[src/include/dcache_defs.svh]
`ifndef DCACHE_DEFS_SVH
`define DCACHE_DEFS_SVH

// associativity of the data cache
`define DC_WAYS 2

// 64 sets, one 32-bit word per line
`define DC_IDX_BITS 6

// address bits 31..8, must equal 32 - DC_IDX_BITS - 2
`define DC_TAG_BITS 24

// addresses with this bit set bypass the arrays
`define DC_UNCACHED_BIT 31

`endif

[src/source/dcache_pkg.sv]
package dcache_pkg;

  // memory stage operation
  typedef enum logic [1:0] {
    OP_NOP   = 2'd0,
    OP_LOAD  = 2'd1,
    OP_STORE = 2'd2,
    OP_INV   = 2'd3
  } lsu_op_e;

  // load result format
  typedef enum logic [2:0] {
    LT_LB  = 3'd0,
    LT_LBU = 3'd1,
    LT_LH  = 3'd2,
    LT_LHU = 3'd3,
    LT_LW  = 3'd4
  } load_type_e;

  // stage 2 miss handling
  typedef enum logic [2:0] {
    MS_IDLE       = 3'd0,
    MS_REFILL     = 3'd1,
    MS_UNC_READ   = 3'd2,
    MS_BUS_WRITE  = 3'd3,
    MS_INVALIDATE = 3'd4,
    MS_DONE       = 3'd5
  } miss_state_e;

endpackage

[src/source/dcache_miss_ctrl.sv]
`timescale 1ns/10ps
`include "dcache_defs.svh"

module dcache_miss_ctrl
  import dcache_pkg::*;
(
  input  logic                    clk,
  input  logic                    rst_n,
  input  logic                    s2_valid_i,
  input  lsu_op_e                 s2_op_i,
  input  logic [31:0]             s2_addr_i,
  input  logic [31:0]             s2_wdata_i,
  input  logic [3:0]              s2_strobe_i,
  input  load_type_e              s2_type_i,
  input  logic [`DC_WAYS-1:0]     s2_hit_i,
  input  logic [31:0]             s2_hit_data_i,
  input  logic [31:0]             prdata_i,
  input  logic                    pready_i,
  input  logic                    pslverr_i,
  output logic                    stall_o,
  output logic                    busy_o,
  output logic                    wr_en_o,
  output logic [`DC_WAYS-1:0]     wr_way_o,
  output logic [`DC_IDX_BITS-1:0] wr_idx_o,
  output logic [`DC_TAG_BITS-1:0] wr_tag_o,
  output logic                    wr_valid_o,
  output logic [31:0]             wr_data_o,
  output logic [3:0]              wr_strobe_o,
  output logic [31:0]             res_word_o,
  output logic [1:0]              res_addr_o,
  output load_type_e              res_type_o,
  output logic                    res_valid_o,
  output logic                    psel_o,
  output logic                    penable_o,
  output logic                    pwrite_o,
  output logic [31:0]             paddr_o,
  output logic [31:0]             pwdata_o,
  output logic [3:0]              pstrb_o
);

  localparam int vic_bits = (`DC_WAYS > 1) ? $clog2(`DC_WAYS) : 1;
  localparam int tag_lsb  = 32 - `DC_TAG_BITS;

  miss_state_e         state_q;
  miss_state_e         state_d;
  logic                penable_q;
  logic [vic_bits-1:0] victim_q;
  logic [31:0]         bus_rdata_q;
  logic                busy;
  logic                in_bus;
  logic                bus_done;
  logic                refill_wr;

  assign in_bus    = state_q inside {MS_REFILL, MS_UNC_READ, MS_BUS_WRITE};
  assign bus_done  = in_bus && penable_q && pready_i;
  assign refill_wr = (state_q == MS_REFILL) && bus_done && !pslverr_i;

  // decision happens in IDLE, busy goes up in that same cycle
  always_comb begin
    state_d = state_q;
    busy    = 1'b0;
    case (state_q)
      MS_IDLE: begin
        if (s2_valid_i) begin
          case (s2_op_i)
            OP_LOAD: begin
              if (s2_addr_i[`DC_UNCACHED_BIT]) begin
                state_d = MS_UNC_READ;
              end else if (!(|s2_hit_i)) begin
                state_d = MS_REFILL;
              end
            end
            // write-through, every store goes out on the bus
            OP_STORE: state_d = MS_BUS_WRITE;
            OP_INV:   state_d = MS_INVALIDATE;
            default:  state_d = MS_IDLE;
          endcase
          busy = (state_d != MS_IDLE);
        end
      end
      MS_REFILL, MS_UNC_READ, MS_BUS_WRITE: begin
        busy = 1'b1;
        if (bus_done) begin
          state_d = MS_DONE;
        end
      end
      MS_INVALIDATE: begin
        busy    = 1'b1;
        state_d = MS_DONE;
      end
      default: state_d = MS_IDLE;
    endcase
  end

  always_ff @(posedge clk) begin
    if (!rst_n) begin
      state_q   <= MS_IDLE;
      penable_q <= 1'b0;
      victim_q  <= '0;
    end else begin
      state_q <= state_d;
      if (bus_done) begin
        penable_q <= 1'b0;
      end else if (in_bus) begin
        penable_q <= 1'b1;
      end
      if (refill_wr) begin
        victim_q <= victim_q + 1'b1;
      end
    end
  end

  // error response reads as zero
  always_ff @(posedge clk) begin
    if (bus_done) begin
      bus_rdata_q <= pslverr_i ? 32'h0 : prdata_i;
    end
  end

  always_comb begin
    wr_en_o     = 1'b0;
    wr_way_o    = '0;
    wr_valid_o  = 1'b1;
    wr_data_o   = s2_wdata_i;
    wr_strobe_o = s2_strobe_i;
    case (state_q)
      MS_IDLE: begin
        // store hit updates only the ways that hold the word
        if (s2_valid_i && s2_op_i == OP_STORE && (|s2_hit_i)) begin
          wr_en_o  = 1'b1;
          wr_way_o = s2_hit_i;
        end
      end
      MS_REFILL: begin
        if (refill_wr) begin
          wr_en_o            = 1'b1;
          wr_way_o[victim_q] = 1'b1;
          wr_data_o          = prdata_i;
          wr_strobe_o        = 4'hf;
        end
      end
      MS_INVALIDATE: begin
        wr_en_o     = 1'b1;
        wr_way_o    = '1;
        wr_valid_o  = 1'b0;
        wr_strobe_o = 4'h0;
      end
      default: wr_en_o = 1'b0;
    endcase
  end

  assign wr_idx_o = s2_addr_i[`DC_IDX_BITS+1:2];
  assign wr_tag_o = s2_addr_i[31:tag_lsb];

  assign stall_o = busy;
  assign busy_o  = busy;

  // hit result in IDLE, bus result in DONE
  assign res_word_o  = (state_q == MS_DONE) ? bus_rdata_q : s2_hit_data_i;
  assign res_addr_o  = s2_addr_i[1:0];
  assign res_type_o  = s2_type_i;
  assign res_valid_o = s2_valid_i && (s2_op_i == OP_LOAD) &&
                       ((state_q == MS_IDLE && !busy) || state_q == MS_DONE);

  assign psel_o    = in_bus;
  assign penable_o = penable_q;
  assign pwrite_o  = (state_q == MS_BUS_WRITE);
  assign paddr_o   = (state_q == MS_REFILL) ? {s2_addr_i[31:2], 2'b00} : s2_addr_i;
  assign pwdata_o  = s2_wdata_i;
  assign pstrb_o   = pwrite_o ? s2_strobe_i : 4'h0;

  a_setup_first: assert property (@(posedge clk) disable iff (!rst_n)
    penable_o |-> $past(psel_o));

  // stage 2 is stalled, so the request fields feeding APB cannot move
  a_apb_stable: assert property (@(posedge clk) disable iff (!rst_n)
    (psel_o && penable_o && !pready_i) |=>
      (psel_o && penable_o && $stable(paddr_o) && $stable(pwrite_o) &&
       $stable(pwdata_o) && $stable(pstrb_o)));

endmodule

[config.mk]
export PLATFORM = sky130hd
export DESIGN_NAME = dcache_miss_ctrl
export DESIGN_NICKNAME = d
export VERILOG_FILES = /design/src/source/dcache_pkg.sv /design/src/source/dcache_miss_ctrl.sv
export VERILOG_INCLUDE_DIRS = /design/src /design/src/include
export SDC_FILE = /design/constraint.sdc
export NUM_CORES = 1
export LEC_CHECK = 0
export BUFFER_PORTS_ARGS = -buffer_cell sky130_fd_sc_hd__buf_4
export CAP_MARGIN = 15
export CORE_AREA = 4 4 124 126
export CTS_CLUSTER_DIAMETER = 100
export DETAILED_ROUTE_END_ITERATION = 8
export DIE_AREA = 0 0 128 130
export GPL_TIMING_DRIVEN = 0
export SLEW_MARGIN = 20
export SYNTH_ARGS = -nofsm -noshare
export SYNTH_HDL_FRONTEND = slang
export SYNTH_SLANG_ARGS = --single-unit
[constraint.sdc]
create_clock -name clk -period 10.1 [get_ports clk]
set_clock_uncertainty 0.05 [all_clocks]
set_input_delay 1.01 -clock clk [delete_from_list [all_inputs] [get_ports clk]]
set_output_delay 1.01 -clock clk [all_outputs]
set_load 0.005 [all_outputs]
# Word-level counts from Yosys, hierarchy flattened
# Cells that the tools add are included.
[totals]
ff_bits = 37
in_bits = 144
[classes]
addsub = 1
mux = 26
n_bitwise = 1
eq_ne = 10
reduce_logical = 21
order_cmp = 2
[ops]
columns = ["cell", "n"]
rows = [
  ["$mux 32", 3],
  ["$mux 3", 6],
  ["$pmux 3 s3", 2],
  ["$logic_and 1x1->1", 10],
  ["$mux 4", 2],
  ["$pmux 4 s2", 1],
  ["$eq 3x2->1 const B", 2],
  ["$eq 3x3->1 const B", 2],
  ["$mux 2", 3],
  ["$pmux 2 s3", 1],
  ["$reduce_bool 3->1", 2],
  ["$mux 1", 5],
  ["$eq 2x2->1 const B", 2],
  ["$ne 2x2->1 const B", 2],
  ["$reduce_or 2->1", 2],
  ["$reduce_or 4->1", 1],
  ["$eq 3x1->1 const B", 1],
  ["$logic_not 3->1", 1],
  ["$pmux 1 s3", 1],
  ["$reduce_or 3->1", 1],
  ["$eq 2x1->1 const B", 1],
  ["$logic_not 1->1", 2],
  ["$lt 1x2->1 const B", 1],
  ["$pmux 1 s2", 1],
  ["6 further kinds", 6],
]

# Longest topological paths before layout
[logic_depth]
depth_word = 13
mapped_depth = 5
depth_no_buf = 3

# Worst setup path before layout
# OpenSTA, ideal clock, no wires.
[synth_timing]
path_type = "input to register"
startpoint = "input port pready_i"
endpoint = "register bus_rdata_q[0] (enable)"
setup_time_ns = 0.466
stages = 2
setup_slack_ns = 6.186
t_arrival_ns = 3.398
n_path_buf = 0
required_ns = 9.584
path_cell_list = "nand2_1 nor3_1"
[synth_via]
elab_chain_len = 1
[synth_rtl]
columns = ["element", "line", "rtl"]
rows = [
  ["start, declared", "dcache_miss_ctrl.sv:18", "input logic pready_i,"],
  ["$logic_and 1x1->1", "dcache_miss_ctrl.sv:55", "assign bus_done = in_bus && penable_q && pready_i;"],
  ["net bus_done", "dcache_miss_ctrl.sv:51", "logic bus_done;"],
  ["end signal, assigned", "dcache_miss_ctrl.sv:116", "bus_rdata_q <= pslverr_i ? 32'h0 : prdata_i;"],
  ["end, declared", "dcache_miss_ctrl.sv:48", "logic [31:0] bus_rdata_q;"],
]
# The timed path passes the listed nets, and every way through them passes these cells.
# A chain may end at the register's enable or synchronous reset.

# Final worst setup path
[layout_timing]
startpoint = "input port pready_i"
endpoint = "output port wr_data_o[17]"
[layout_via]
elab_chain_len = 5
[layout_rtl]
columns = ["element", "line", "rtl"]
rows = [
  ["$logic_and 1x1->1", "dcache_miss_ctrl.sv:55", ""],
  ["$logic_and 1x1->1 (2 in series)", "dcache_miss_ctrl.sv:56", "assign refill_wr = (state_q == MS_REFILL) && bus_done && !pslverr_i;"],
  ["$mux 32", "dcache_miss_ctrl.sv:135", "if (refill_wr) begin"],
  ["$mux 32", "dcache_miss_ctrl.sv:126", "case (state_q)"],
  ["end, declared", "dcache_miss_ctrl.sv:27", "output logic [31:0] wr_data_o,"],
]
# No other way between the ends.

==> results.yml <==
run_status:
  outcome: "complete, no violations"
route:
  drt-total-wl_mm: 12.6
  ant_nets: 0
  first_pass_iters: 4
  drtIter0Drc: 56
  vias: 3212
  routedWlPerCell_um: 16.0
  drc: 0
  viasPerCell: 4.06
clock_network:
  cts_tree: "done"
  cts_sinks: 37
  cts_buffers: 5
  worstSkewPairLatency_ns: 0.28
  path_clk_slew_ns: 0.06
  hold_buffers: 0
  post_cts_resized: 0
  cts_max_path_buffers: 2
  cts-root-buf: "clkbuf_16"
  cts_setup_buffers: 0
  cts_max_level: 2
sta:
  setup_violations: 0
  final_max_slew_viol_count: 0
  finalCritPeriodShare: 0.339
  maxSlewHeadroom: 0.500
  hold_violations: 0
  fmax_ghz: 0.292
  period_needed_ns: 3.42
  rsz0062_at_grt: "false"
  setup-tns-final_ns: 0
  worst_pin_slew_ns: 0.740
global_routing:
  antenna_found_initial: 0
  grt_overflow_total: 0
  grt_max_degree: 14
  grt_pass1_vias: 3362
  grtUsageTotal: 0.136
  grt_pass1_wl_mm: 17.7
critical_path:
  path_cells: "buf_4, nand2_1, or3_1, buf_6, buf_6, mux2_4, buf_4"
  path_delay_family: "buffers and inverters"
  cp-start-kind: "input port"
  cp_slowest_cell: "or3_1"
  crit_type: "in -> out"
  cp.required_ns: 9.04
  cp-end-kind: "output pin"
  path_max_fanout: 10
  cp_num_buf_inv: 4
  arrival_ns: 2.36
  critPathMaxStageDelay_ns: 0.37
die:
  io_pins: 325
  die_h_um: 130
  die-area_um2: 16600
  die_w_um: 128
  rows: 44
  coreArea_um2: 14300
  initial_utilization: 0.229
pwr:
  peakVddDrop_mv: 0.0523
  powerDensity_nw_per_um2: 98.4
  finalPower_w: 0.000582
  leakage_nw: 2.99
cells_and_area:
  drive_gt1_frac: 0.778
  num_antenna_cells: 0
  area_growth_pct: 80.8
  final_nets: 751
  fillers: 1427
placed_design:
  io_buffers: 292
  hpwl_mm: 11.1
  gp_congestion: 0.934
min_path:
  hold_class: "reg -> reg"
synthesis:
  avgSynthCellArea_um2: 10.7
  synthFlopType: "edfxtp_1"
  synth.ff_latch_count: 37
  yosysUniqueCellTypes: 34
  synth_edf_count: 32
  synthArstFlopShare: 0
  yosysSeqAreaShare: 0.324
  synth_nets: 449
  syn_inst: 305
  synth_commonest_cells: "buf_4 (98), mux2_2 (37), nor2b_1 (35), edfxtp_1 (32), mux2_4 (27)"
  synth_area_um2: 3270
  synth.largest_area_cell: "edfxtp_1"
  ys_warn_count: 0
  yosysTopAreaCellShare: 0.294
  synth_most_common_cell: "buf_4"
  synthTopCellsByArea: "edfxtp_1 (29%), buf_4 (22%), mux2_2 (13%)"
flow_run:
  cap_viol_max_count: 0
==> placed cells by master (no fill, tap or decap) <==
cell type and instances:
buf_4 393, mux2_2 37, nor2b_1 35, edfxtp_1 32, mux2_4 27, clkbuf_1 8, nand2_1 8, and2_1 6
nor2_1 5, clkbuf_16 5, dfxtp_1 5, buf_6 4, nand3_1 4, a21o_1 4, o211ai_1 3, nor3_1 3
nand2b_1 3, o21a_1 2, a21oi_1 2, o21ba_2 2, o21ai_0 2, bufinv_16 2, nor3_2 1, or3b_1 1
or3_1 1, nor4b_1 1, inv_1 1, and3b_1 1, nand3b_1 1, buf_2 1, o31ai_1 1, a211oi_1 1
nand4b_1 1, o311ai_0 1, and4b_1 1, a31oi_1 1, mux2i_1 1, inv_6 1
==> worst paths after layout <==
kind | slack, ns | end | startpoint | cells after the start
worst max-delay path | 6.68 | wr_data_o[17] | pready_i | 7
worst min-delay path | 0.44 | victim_q | victim_q | 2
worst max register to register | 7.92 | bus_rdata_q[1] | state_q[0] | 5
worst min register to register | 0.44 | victim_q | victim_q | 2
==> area by class of cell <==
cell class / instances / area, um2 / share of cell area
repair buffers: 295 / 2210 / 0.374
multi-input cells: 156 / 1400 / 0.236
flip-flops and latches: 37 / 1060 / 0.179
plain buffers: 111 / 816 / 0.138
well taps: 184 / 230 / 0.0389
clock buffers: 5 / 125 / 0.0211
clock inverters: 3 / 68.8 / 0.0116
inverters: 1 / 3.75 / 0.000634
==> worst register-to-register path: stages (launching register included) <==
cell and delay, ns:
dfxtp_1 0.31, clkbuf_1 0.34, nor2_1 0.15, nor3_2 0.50
buf_4 0.29, buf_4 0.23
==> logic make-up (layout without fill, tap and decap cells) <==
kind of cell | after synthesis | after routing | synth area share
muxes | 65 | 65 | 0.254
AOI/OAI and AO/OA | 19 | 19 | 0.0421
DFF | 37 | 37 | 0.324
buffers and inverters | 112 | 415 | 0.250
and+or+nand+nor | 72 | 72 | 0.129
==> report_power, final <==
group	switching, W	total [W]	internal [W]	leakage [nW]
clock	0.0000636	0.000206	0.000142	0.0944
combinational	0.0000693	0.000202	0.000132	2.56
sequential	0.00000224	0.000175	0.000172	0.335
total	0.000135	0.000582	0.000447	2.99
==> registers in the layout (all words and copies together), names as in the netlist <==
signal and count:
victim_q 1, bus_rdata_q 32, state_q 3, penable_o 1
==> metrics by stage <==
step	area, um2	hold slack, ns	instances	utilization	worst slack [ns]
after global placement	5700	0.409	781	0.398	4.83
after detailed placement	5720	0.422	784	0.400	6.67
after global routing	5920	0.479	792	0.413	6.51
after floorplan	3270	0.398	305	-	6.19
after CTS	5920	0.436	792	0.413	6.65
final	5920	0.439	792	0.413	6.68
==> metal layers <==
metal,vias to the layer above,routed length [um],GRT usage
li1,1552,-,-
met1,1457,4250,0.139
met2,197,7030,0.272
met3,6,1260,0.0385
met4,0,99,0.0281
met5,-,0,0
(Power assumes the default switching activity.)
