[config.mk]
export PLATFORM = sky130hd
export DESIGN_NAME = load_align
export DESIGN_NICKNAME = d
export VERILOG_FILES = /design/src/include/dcache_defs.svh /design/src/source/dcache_pkg.sv /design/src/source/load_align.sv
export SDC_FILE = /design/constraint.sdc
export NUM_CORES = 1
export LEC_CHECK = 0
export BUFFER_PORTS_ARGS = -buffer_cell sky130_fd_sc_hd__buf_2
export CORE_ASPECT_RATIO = 0.7
export CORE_MARGIN = 2
export CORE_UTILIZATION = 40
export DETAILED_ROUTE_END_ITERATION = 12
export PLACE_DENSITY_LB_ADDON = 0.2
export SYNTH_ARGS = -nofsm -noshare
export SYNTH_HDL_FRONTEND = slang
export SYNTH_SLANG_ARGS = --single-unit
[constraint.sdc]
create_clock -name vclk -period 3.4
set_input_delay 1.02 -clock vclk [all_inputs]
set_output_delay 1.02 -clock vclk [all_outputs]
set_load 0.005 [all_outputs]
[src/include/dcache_defs.svh]
`ifndef DCACHE_DEFS_SVH
`define DCACHE_DEFS_SVH

// associativity of the data cache
`define DC_WAYS 2

// 64 sets, one 32-bit word per line
`define DC_IDX_BITS 6

// address bits 31..8, must equal 32 - DC_IDX_BITS - 2
`define DC_TAG_BITS 24

// addresses with this bit set bypass the arrays
`define DC_UNCACHED_BIT 31

`endif

[src/source/dcache_pkg.sv]
package dcache_pkg;

  // memory stage operation
  typedef enum logic [1:0] {
    OP_NOP   = 2'd0,
    OP_LOAD  = 2'd1,
    OP_STORE = 2'd2,
    OP_INV   = 2'd3
  } lsu_op_e;

  // load result format
  typedef enum logic [2:0] {
    LT_LB  = 3'd0,
    LT_LBU = 3'd1,
    LT_LH  = 3'd2,
    LT_LHU = 3'd3,
    LT_LW  = 3'd4
  } load_type_e;

  // stage 2 miss handling
  typedef enum logic [2:0] {
    MS_IDLE       = 3'd0,
    MS_REFILL     = 3'd1,
    MS_UNC_READ   = 3'd2,
    MS_BUS_WRITE  = 3'd3,
    MS_INVALIDATE = 3'd4,
    MS_DONE       = 3'd5
  } miss_state_e;

endpackage

[src/source/load_align.sv]
`timescale 1ns/10ps

module load_align
  import dcache_pkg::*;
(
  input  logic [31:0] word_i,
  input  logic [1:0]  addr_i,
  input  load_type_e  type_i,
  input  logic        valid_i,
  output logic [31:0] rdata_o,
  output logic        rvalid_o
);

  logic [31:0] shifted;

  // addressed byte lands in lane 0
  assign shifted = word_i >> {addr_i, 3'b000};

  always_comb begin
    case (type_i)
      LT_LB:   rdata_o = {{24{shifted[7]}}, shifted[7:0]};
      LT_LBU:  rdata_o = {24'h0, shifted[7:0]};
      LT_LH:   rdata_o = {{16{shifted[15]}}, shifted[15:0]};
      LT_LHU:  rdata_o = {16'h0, shifted[15:0]};
      default: rdata_o = shifted;
    endcase
  end

  assign rvalid_o = valid_i;

  // misaligned loads are the requester's fault, no split access here
  always_comb begin
    if (valid_i) begin
      assert ((type_i != LT_LH && type_i != LT_LHU) || !addr_i[0])
        else $error("load_align: halfword load at offset %0d", addr_i);
      assert (type_i != LT_LW || addr_i == 2'b00)
        else $error("load_align: word load at offset %0d", addr_i);
    end
  end

endmodule

# Yosys cells after proc, flatten, opt, wreduce, memory -nomap -nowiden
# Cells that the tools add are included.
dict set report classes {
  n_mul 0
  magnitude_cmp 0
  bitwise_logic 0
  reduce_logical 1
  addsub 0
  eq_ne 3
  n_div 0
  shifts 1
  mux 1
}
# operator n
set ops {}
lappend ops {{$pmux 32 s4} 1}
lappend ops {{$shr 32x5->32} 1}
lappend ops {{$eq 3x2->1 const B} 2}
lappend ops {{$eq 3x1->1 const B} 1}
lappend ops {{$logic_not 3->1} 1}
dict set report totals {
  mem_bits_ro 0
  wordCells 6
  output_inout_bits 33
  ff_bits 0
  in_bits 38
  n_memories 0
  ramBits 0
  latch_bits 0
}

# Depth between registers and ports, before layout
# Gate-level depths: netlist of run 1.
dict set report logic_depth {
  ltp_word 2
  depth_mapped 6
  ltp_nobuf 3
}

# Least setup slack after synthesis of run 1
# OpenSTA, ideal clock, no wires.
dict set report synth_path {
  kind {input to output}
  startpoint {input addr_i[0]}
  endpoint {output rdata_o[16]}
  required_time_ns 2.380
  n_path_buf 2
  setup_slack_ns 0.363
  arrival_time_ns 2.017
  path_stages 5
  path_cell_list {buf_6 mux2_4 a32oi_4 buf_8 o211ai_2}
}
dict set report synth_between {
  elab_chain_len 2
}
# item line
set synth_rtl {}
lappend synth_rtl {{start: declaration} load_align.sv:7} ;# input logic [1:0] addr_i,
lappend synth_rtl {{$shr 32x5->32} load_align.sv:17} ;# assign shifted = word_i >> {addr_i, 3'b000};
lappend synth_rtl {{$pmux 32 s4} load_align.sv:20} ;# case (type_i)
lappend synth_rtl {{end: declaration} load_align.sv:10} ;# output logic [31:0] rdata_o,
# Every way passes these cells.

# Final worst setup path of run 1
dict set report layout_path {
  startpoint {input addr_i[1]}
  endpoint {output rdata_o[19]}
}
# The elaborated chain is that of the path after synthesis.

==> parameters.txt, run 1 <==
Parameter                              Value

STA
  Minimum clock period    3261 ps
  Period utilisation layout    0.9591
  Worst slew slack as a fraction of its limit    0.6517
  Unrepaired setup endpoints after global routing    false
  Slew @ Worst Pin    slightly above 500 ps
  Final Max Tran Viols    0
  Final count of hold timing violations    0
  Peak clock frequency supported by timing    306.7 MHz
  Total negative slack    0 ps
  Setup-violating endpoint count in the final report    0

Die
  Initial Util    0.4185
  Number of I/O pins    71
  Site row count    14
  Die height    about 43 um
  Floorplan die area    2616 um2
  Width of the chip    60.29 um
  Area of the core region    2120 um2

Worst setup path
  Worst EP arrival    2240 ps
  Worst-path maximum fanout    16
  Dominant delay contributor by cell family on the critical path    buffers and inverters
  Slowest stage cell, crit path    sky130_fd_sc_hd__nor2b_1
  Most common cell type on the critical path    sky130_fd_sc_hd__buf_2
  WS Path Type    primary input to output pin
  Crit path required time    2380 ps
  Worst stage delay on the critical path    410 ps
  Buffers plus inverters on the worst setup path    3
  Kind of end point of the critical path    output pin
  CP cell instances    buf_2, nor2b_1, a32oi_4, buf_12, o211ai_1, buf_2
  Startpoint class of the critical path    primary input

Synthesis
  Count of yosys warnings during synthesis    0
  Cell taking the most area after synthesis    sky130_fd_sc_hd__mux2i_1
  Number of unique standard cell types used by synthesis    23
  Synth Instances    119
  Proportion of synthesized chip area in sequential cells    0
  Proportion of netlist area held by the largest area contributor    0.1693
  Top post-synthesis cells by area    sky130_fd_sc_hd__mux2i_1 (17%), sky130_fd_sc_hd__o211ai_2 (14%), sky130_fd_sc_hd__mux2_2 (10%), sky130_fd_sc_hd__nand2_1 (10%), sky130_fd_sc_hd__a21oi_1 (8.5%)
  Mapped Area    887.1 um2
  Synth Area per Inst    7.455 um2
  Post-synthesis net count    157

Detailed routing
  Remaining antenna violation count    0
  DR pass1 iterations    4
  Vias after detailed routing    1146
  Final routed DRC violation total    0
  Total wire length after detailed routing    2854 um
  Via density per instance    around 5.3
  WL/cell    13.21 um
  Number of DRC violations after detailed-routing iteration 0    40

Placed design
  Global placement routability congestion    0.8544
  Buffers on Ports    69
  Cell Count Post-Placement    approximately 220
  Half-perimeter wire length after placement    2360 um

Finish
  Area occupied by registers    0 um2
  Layout clock buffers    0
  Number of sequential storage elements    0
  Net count, final    224
  Fill cell count    214
  Share of post-route cells with drive strength above 1    0.5924
  Number of standard cells in the final layout excluding fillers    between 200 and 250
  P&R area growth vs syn    44.43%
  Core utilization of the finished layout    0.6045
  Antenna diode count    0

Global route
  Vias in the first global route    918
  Overflow left after global routing    0
  Maximum number of pins on one net before global-route repair    19
  Antenna violations before repair    0
  Global-route total usage across every layer    0.2096
  First-pass GRT wire length    ~4300 um

Clock tree
  Setup fix buffers added after clock tree synthesis    0
  Number of hold-repair buffers added at the cts stage    0
  Post-cts resize count    0

Power and ir drop
  Power density over the cells    142.9 nW/um2
  Leakage power figure    0.6671 nW
  Maximum vdd drop    0.00008379 V

Run status
  Status    finished clean

Flow run
  Number of max-cap violations    0

Worst hold path
  Worst hold path type    primary input to output pin
## Yosys cell counts
cell / n
sky130_fd_sc_hd__a21oi_1: 15
sky130_fd_sc_hd__a221oi_4: 1
sky130_fd_sc_hd__a32oi_4: 1
sky130_fd_sc_hd__buf_1: 1
sky130_fd_sc_hd__buf_2: 3
sky130_fd_sc_hd__buf_4: 3
sky130_fd_sc_hd__buf_6: 1
sky130_fd_sc_hd__buf_8: 1
sky130_fd_sc_hd__clkbuf_1: 3
sky130_fd_sc_hd__mux2_2: 8
sky130_fd_sc_hd__mux2_4: 2
sky130_fd_sc_hd__mux2i_1: 15
sky130_fd_sc_hd__nand2_1: 24
sky130_fd_sc_hd__nand3b_1: 1
sky130_fd_sc_hd__nor2_1: 3
sky130_fd_sc_hd__nor2b_1: 3
sky130_fd_sc_hd__nor3b_2: 1
sky130_fd_sc_hd__nor4_1: 1
sky130_fd_sc_hd__o211ai_1: 6
sky130_fd_sc_hd__o211ai_2: 10
sky130_fd_sc_hd__o21a_1: 1
sky130_fd_sc_hd__o21ai_0: 7
sky130_fd_sc_hd__or2_2: 8
## power by group
group / switching, mW / total (mW) / internal [mW]
Combinational: 0.0908 / 0.183 / 0.0923
Sequential: 0 / 0 / 0
Clock: 0 / 0 / 0
## final timing paths
kind / start / end / slack (ps) / depth (start not counted)
max: addr_i[1] / rdata_o[19] / 140 / 6
min: valid_i / rvalid_o / 2040 / 0
## stage by stage
stage          hold slack [ps]  worst slack (ps)  area (um2)  total power, mW
6_report                  2040             139.1        1281           0.1831
5_1_grt                   2040             84.84        1281           0.1998
4_1_cts                   2040             106.3        1279           0.1830
3_5_place_dp              2040             114.1        1279           0.1824
3_3_place_gp              2040             150.6        1279           0.1781
2_1_floorplan             2121             363.1       887.1           0.1041
## logic make-up (layout without fill, tap and decap cells)
family | count (synthesis) | in the layout | synth area share
buf+inv | 12 | 77 | 0.08884
simple gates | 41 | 41 | 0.2215
mux | 25 | 25 | 0.3047
compound gates | 41 | 41 | 0.3851
## layout make-up
cell class / count / area [um2] / area share
multi-input combinational: 107 / 810.8 / 0.6328
timing repair buffer: 77 / 430.4 / 0.3359
tap: 32 / 40.04 / 0.03125
## per-layer routing
metal  wire (um)  track usage  up-vias
met5           0            0        -
met4           0            0        0
met3         192     0.002985        0
met2        1356       0.3500       47
met1        1305       0.3219      529
li1            -            -      570
## cells in the final DEF, fill, tap and decap left out
| master | Yosys | routed |
|---|---|---|
| sky130_fd_sc_hd__o21a_1 | 1 | 1 |
| sky130_fd_sc_hd__nor3b_2 | 1 | 1 |
| sky130_fd_sc_hd__nor4_1 | 1 | 1 |
| sky130_fd_sc_hd__o21ai_0 | 7 | 7 |
| sky130_fd_sc_hd__mux2_2 | 8 | 8 |
| sky130_fd_sc_hd__nor2b_1 | 3 | 2 |
| sky130_fd_sc_hd__nand2_1 | 24 | 24 |
| sky130_fd_sc_hd__buf_2 | 3 | 69 |
| sky130_fd_sc_hd__nand3b_1 | 1 | 1 |
| sky130_fd_sc_hd__buf_12 | 0 | 2 |
| sky130_fd_sc_hd__buf_4 | 3 | 6 |
| sky130_fd_sc_hd__a21oi_1 | 15 | 15 |
| sky130_fd_sc_hd__o211ai_2 | 10 | 10 |
| sky130_fd_sc_hd__a32oi_4 | 1 | 1 |
| sky130_fd_sc_hd__mux2i_1 | 15 | 15 |
| sky130_fd_sc_hd__o211ai_1 | 6 | 6 |
| sky130_fd_sc_hd__or2_2 | 8 | 8 |
| sky130_fd_sc_hd__nor2_1 | 3 | 3 |
| sky130_fd_sc_hd__a221oi_4 | 1 | 1 |
| sky130_fd_sc_hd__nor2b_2 | 0 | 1 |
| sky130_fd_sc_hd__mux2_4 | 2 | 2 |
(Power assumes the default switching activity.)
==> run 2, diff against run 1 <==
Settings changed: GPL_TIMING_DRIVEN from default to 0.
==> run 2 against run 1 <==
Against the previous run:
- total power shrank 1.2%
- design area shrank 0.29%
- setup slack worse by 38 ps
- via count up 0.61%
- combinational power about the same
- utilization fell by 0.18 points
- cell count increased by 1.9%
- non-clock buffer count increased by 4
==> parameters.txt, run 2 (synthesis gave the netlist of run 1 again) <==
Parameter                              Value

Run status
  Status    finished clean

Worst setup path
  Worst stage delay on the critical path    about 300 ps
  Most common cell type on the critical path    sky130_fd_sc_hd__buf_2
  Crit path required time    roughly 2400 ps
  Worst-path maximum fanout    10
  CP startpoint    addr_i[1]
  CP cell instances    buf_2, buf_2, nand3b_1, o21a_1, buf_2, buf_2, o211ai_2, buf_2
  Worst EP arrival    between 2000 and 2500 ps
  Slowest stage cell, crit path    sky130_fd_sc_hd__buf_2
  Startpoint class of the critical path    primary input
  Kind of end point of the critical path    output pin
  Worst Setup EP    rdata_o[16]
  WS Path Type    primary input to output pin

STA
  Period utilisation layout    0.9702
  Final count of hold timing violations    0
  Setup-violating endpoint count in the final report    0
  Minimum clock period    3299 ps
  Slew @ Worst Pin    641.5 ps
  Peak clock frequency supported by timing    roughly 300 MHz
  Final Max Tran Viols    0
  Unrepaired setup endpoints after global routing    false
  Total negative slack    0 ps
  Worst slew slack as a fraction of its limit    0.5723

Die
  Initial Util    0.4185
  Width of the chip    around 60 um
  Die height    43.40 um
  Number of I/O pins    71
  Area of the core region    about 2100 um2
  Site row count    14
  Floorplan die area    2616 um2

Flow run
  Number of max-cap violations    0

Finish
  Number of standard cells in the final layout excluding fillers    220
  P&R area growth vs syn    44.01%
  Area occupied by registers    0 um2
  Commonest cells after routing, fill and taps aside    sky130_fd_sc_hd__buf_2 (72), sky130_fd_sc_hd__nand2_1 (24), sky130_fd_sc_hd__mux2i_1 (15), sky130_fd_sc_hd__a21oi_1 (15), sky130_fd_sc_hd__o211ai_2 (10)
  Layout clock buffers    0
  Share of post-route cells with drive strength above 1    0.5904
  Most frequent standard cell in the layout excluding fill and tap cells    sky130_fd_sc_hd__buf_2
  Net count, final    around 230
  Antenna diode count    0
  Number of sequential storage elements    0

Power and ir drop
  Total Power    ~0.18 mW
  Design internal power    0.08970 mW
  Power density over the cells    roughly 140 nW/um2
  Clock share of power    0
  Maximum vdd drop    0.00006452 V
  Switching power    0.09115 mW
  Switching share of power    0.5040
  Leakage power figure    roughly 0.67 nW
  Reg power frac    0
  Combinational Power Share    1.000

Detailed routing
  Total wire length after detailed routing    approximately 2900 um
  Final routed DRC violation total    0
  DR pass1 iterations    4
  Remaining antenna violation count    0
  WL/cell    ~13 um
  Number of DRC violations after detailed-routing iteration 0    25
  Vias after detailed routing    1153
  Via density per instance    5.241

Placed design
  Half-perimeter wire length after placement    2484 um
  Global placement routability congestion    0.8565
  Buffers on Ports    69
  Cell Count Post-Placement    between 200 and 250

Clock tree
  Number of hold-repair buffers added at the cts stage    0
  Setup fix buffers added after clock tree synthesis    0

Worst hold path
  Worst hold path type    primary input to output pin

Global route
  First-pass GRT wire length    approximately 4500 um
  Antenna violations before repair    0
  Vias in the first global route    1019
  Global-route total usage across every layer    0.2170
  Overflow left after global routing    0
  Maximum number of pins on one net before global-route repair    11
-- run 2: cell type report --
cell class | instances | area, um2
well taps | 32 | 40.04
multi-input cells | 107 | 810.8
fillers | 210 | 842.1
plain buffers | 12 | 81.33
repair buffers | 69 | 345.3
-- run 2: worst max-delay path, delay by kind of cell --
family	cells	cell delay [ps]
buf+inv	5	920
simple gates	1	100
compound gates	2	220
-- run 2: worst min path at each step --
stage	cells after the start	slack, ps	end	start
after detailed placement	2	2210	rvalid_o	valid_i
after floorplan	1	2120	rvalid_o	valid_i
after CTS	2	2210	rvalid_o	valid_i
after global routing	2	2210	rvalid_o	valid_i
final	2	2210	rvalid_o	valid_i
after global placement	2	2210	rvalid_o	valid_i
-- run 2: layer usage --
layer / track usage / vias to the layer above / wire (um)
met4: 0.008889 / 0 / 0
met1: 0.3110 / 524 / 1299
li1: - / 582 / -
met2: 0.3848 / 47 / 1428
met3: 0.002985 / 0 / 210
met5: 0 / - / 0
-- run 2: power by group through the flow --
stage	clock, mW	combinational (mW)	sequential (mW)
global placement	0	0.175	0
floorplan	0	0.104	0
global route	0	0.198	0
detailed placement	0	0.180	0
finish	0	0.181	0
CTS	0	0.181	0
-- run 2: what timing repair did --
action	in CTS	in global routing
gates resized for setup	0	5
setup endpoints to repair	0	17
endpoints found under the hold margin	0	0
-- run 2: stage by stage --
stage | utilization | area (um2) | worst slack (ps) | hold slack [ps]
after floorplan | - | 887.1 | 363.1 | 2121
after global placement | 0.6004 | 1272 | 29.23 | 2208
after detailed placement | 0.6004 | 1272 | 7.558 | 2208
after CTS | 0.6004 | 1272 | 1.219 | 2209
after global routing | 0.6027 | 1277 | 13.20 | 2209
final | 0.6027 | 1277 | 101.2 | 2207
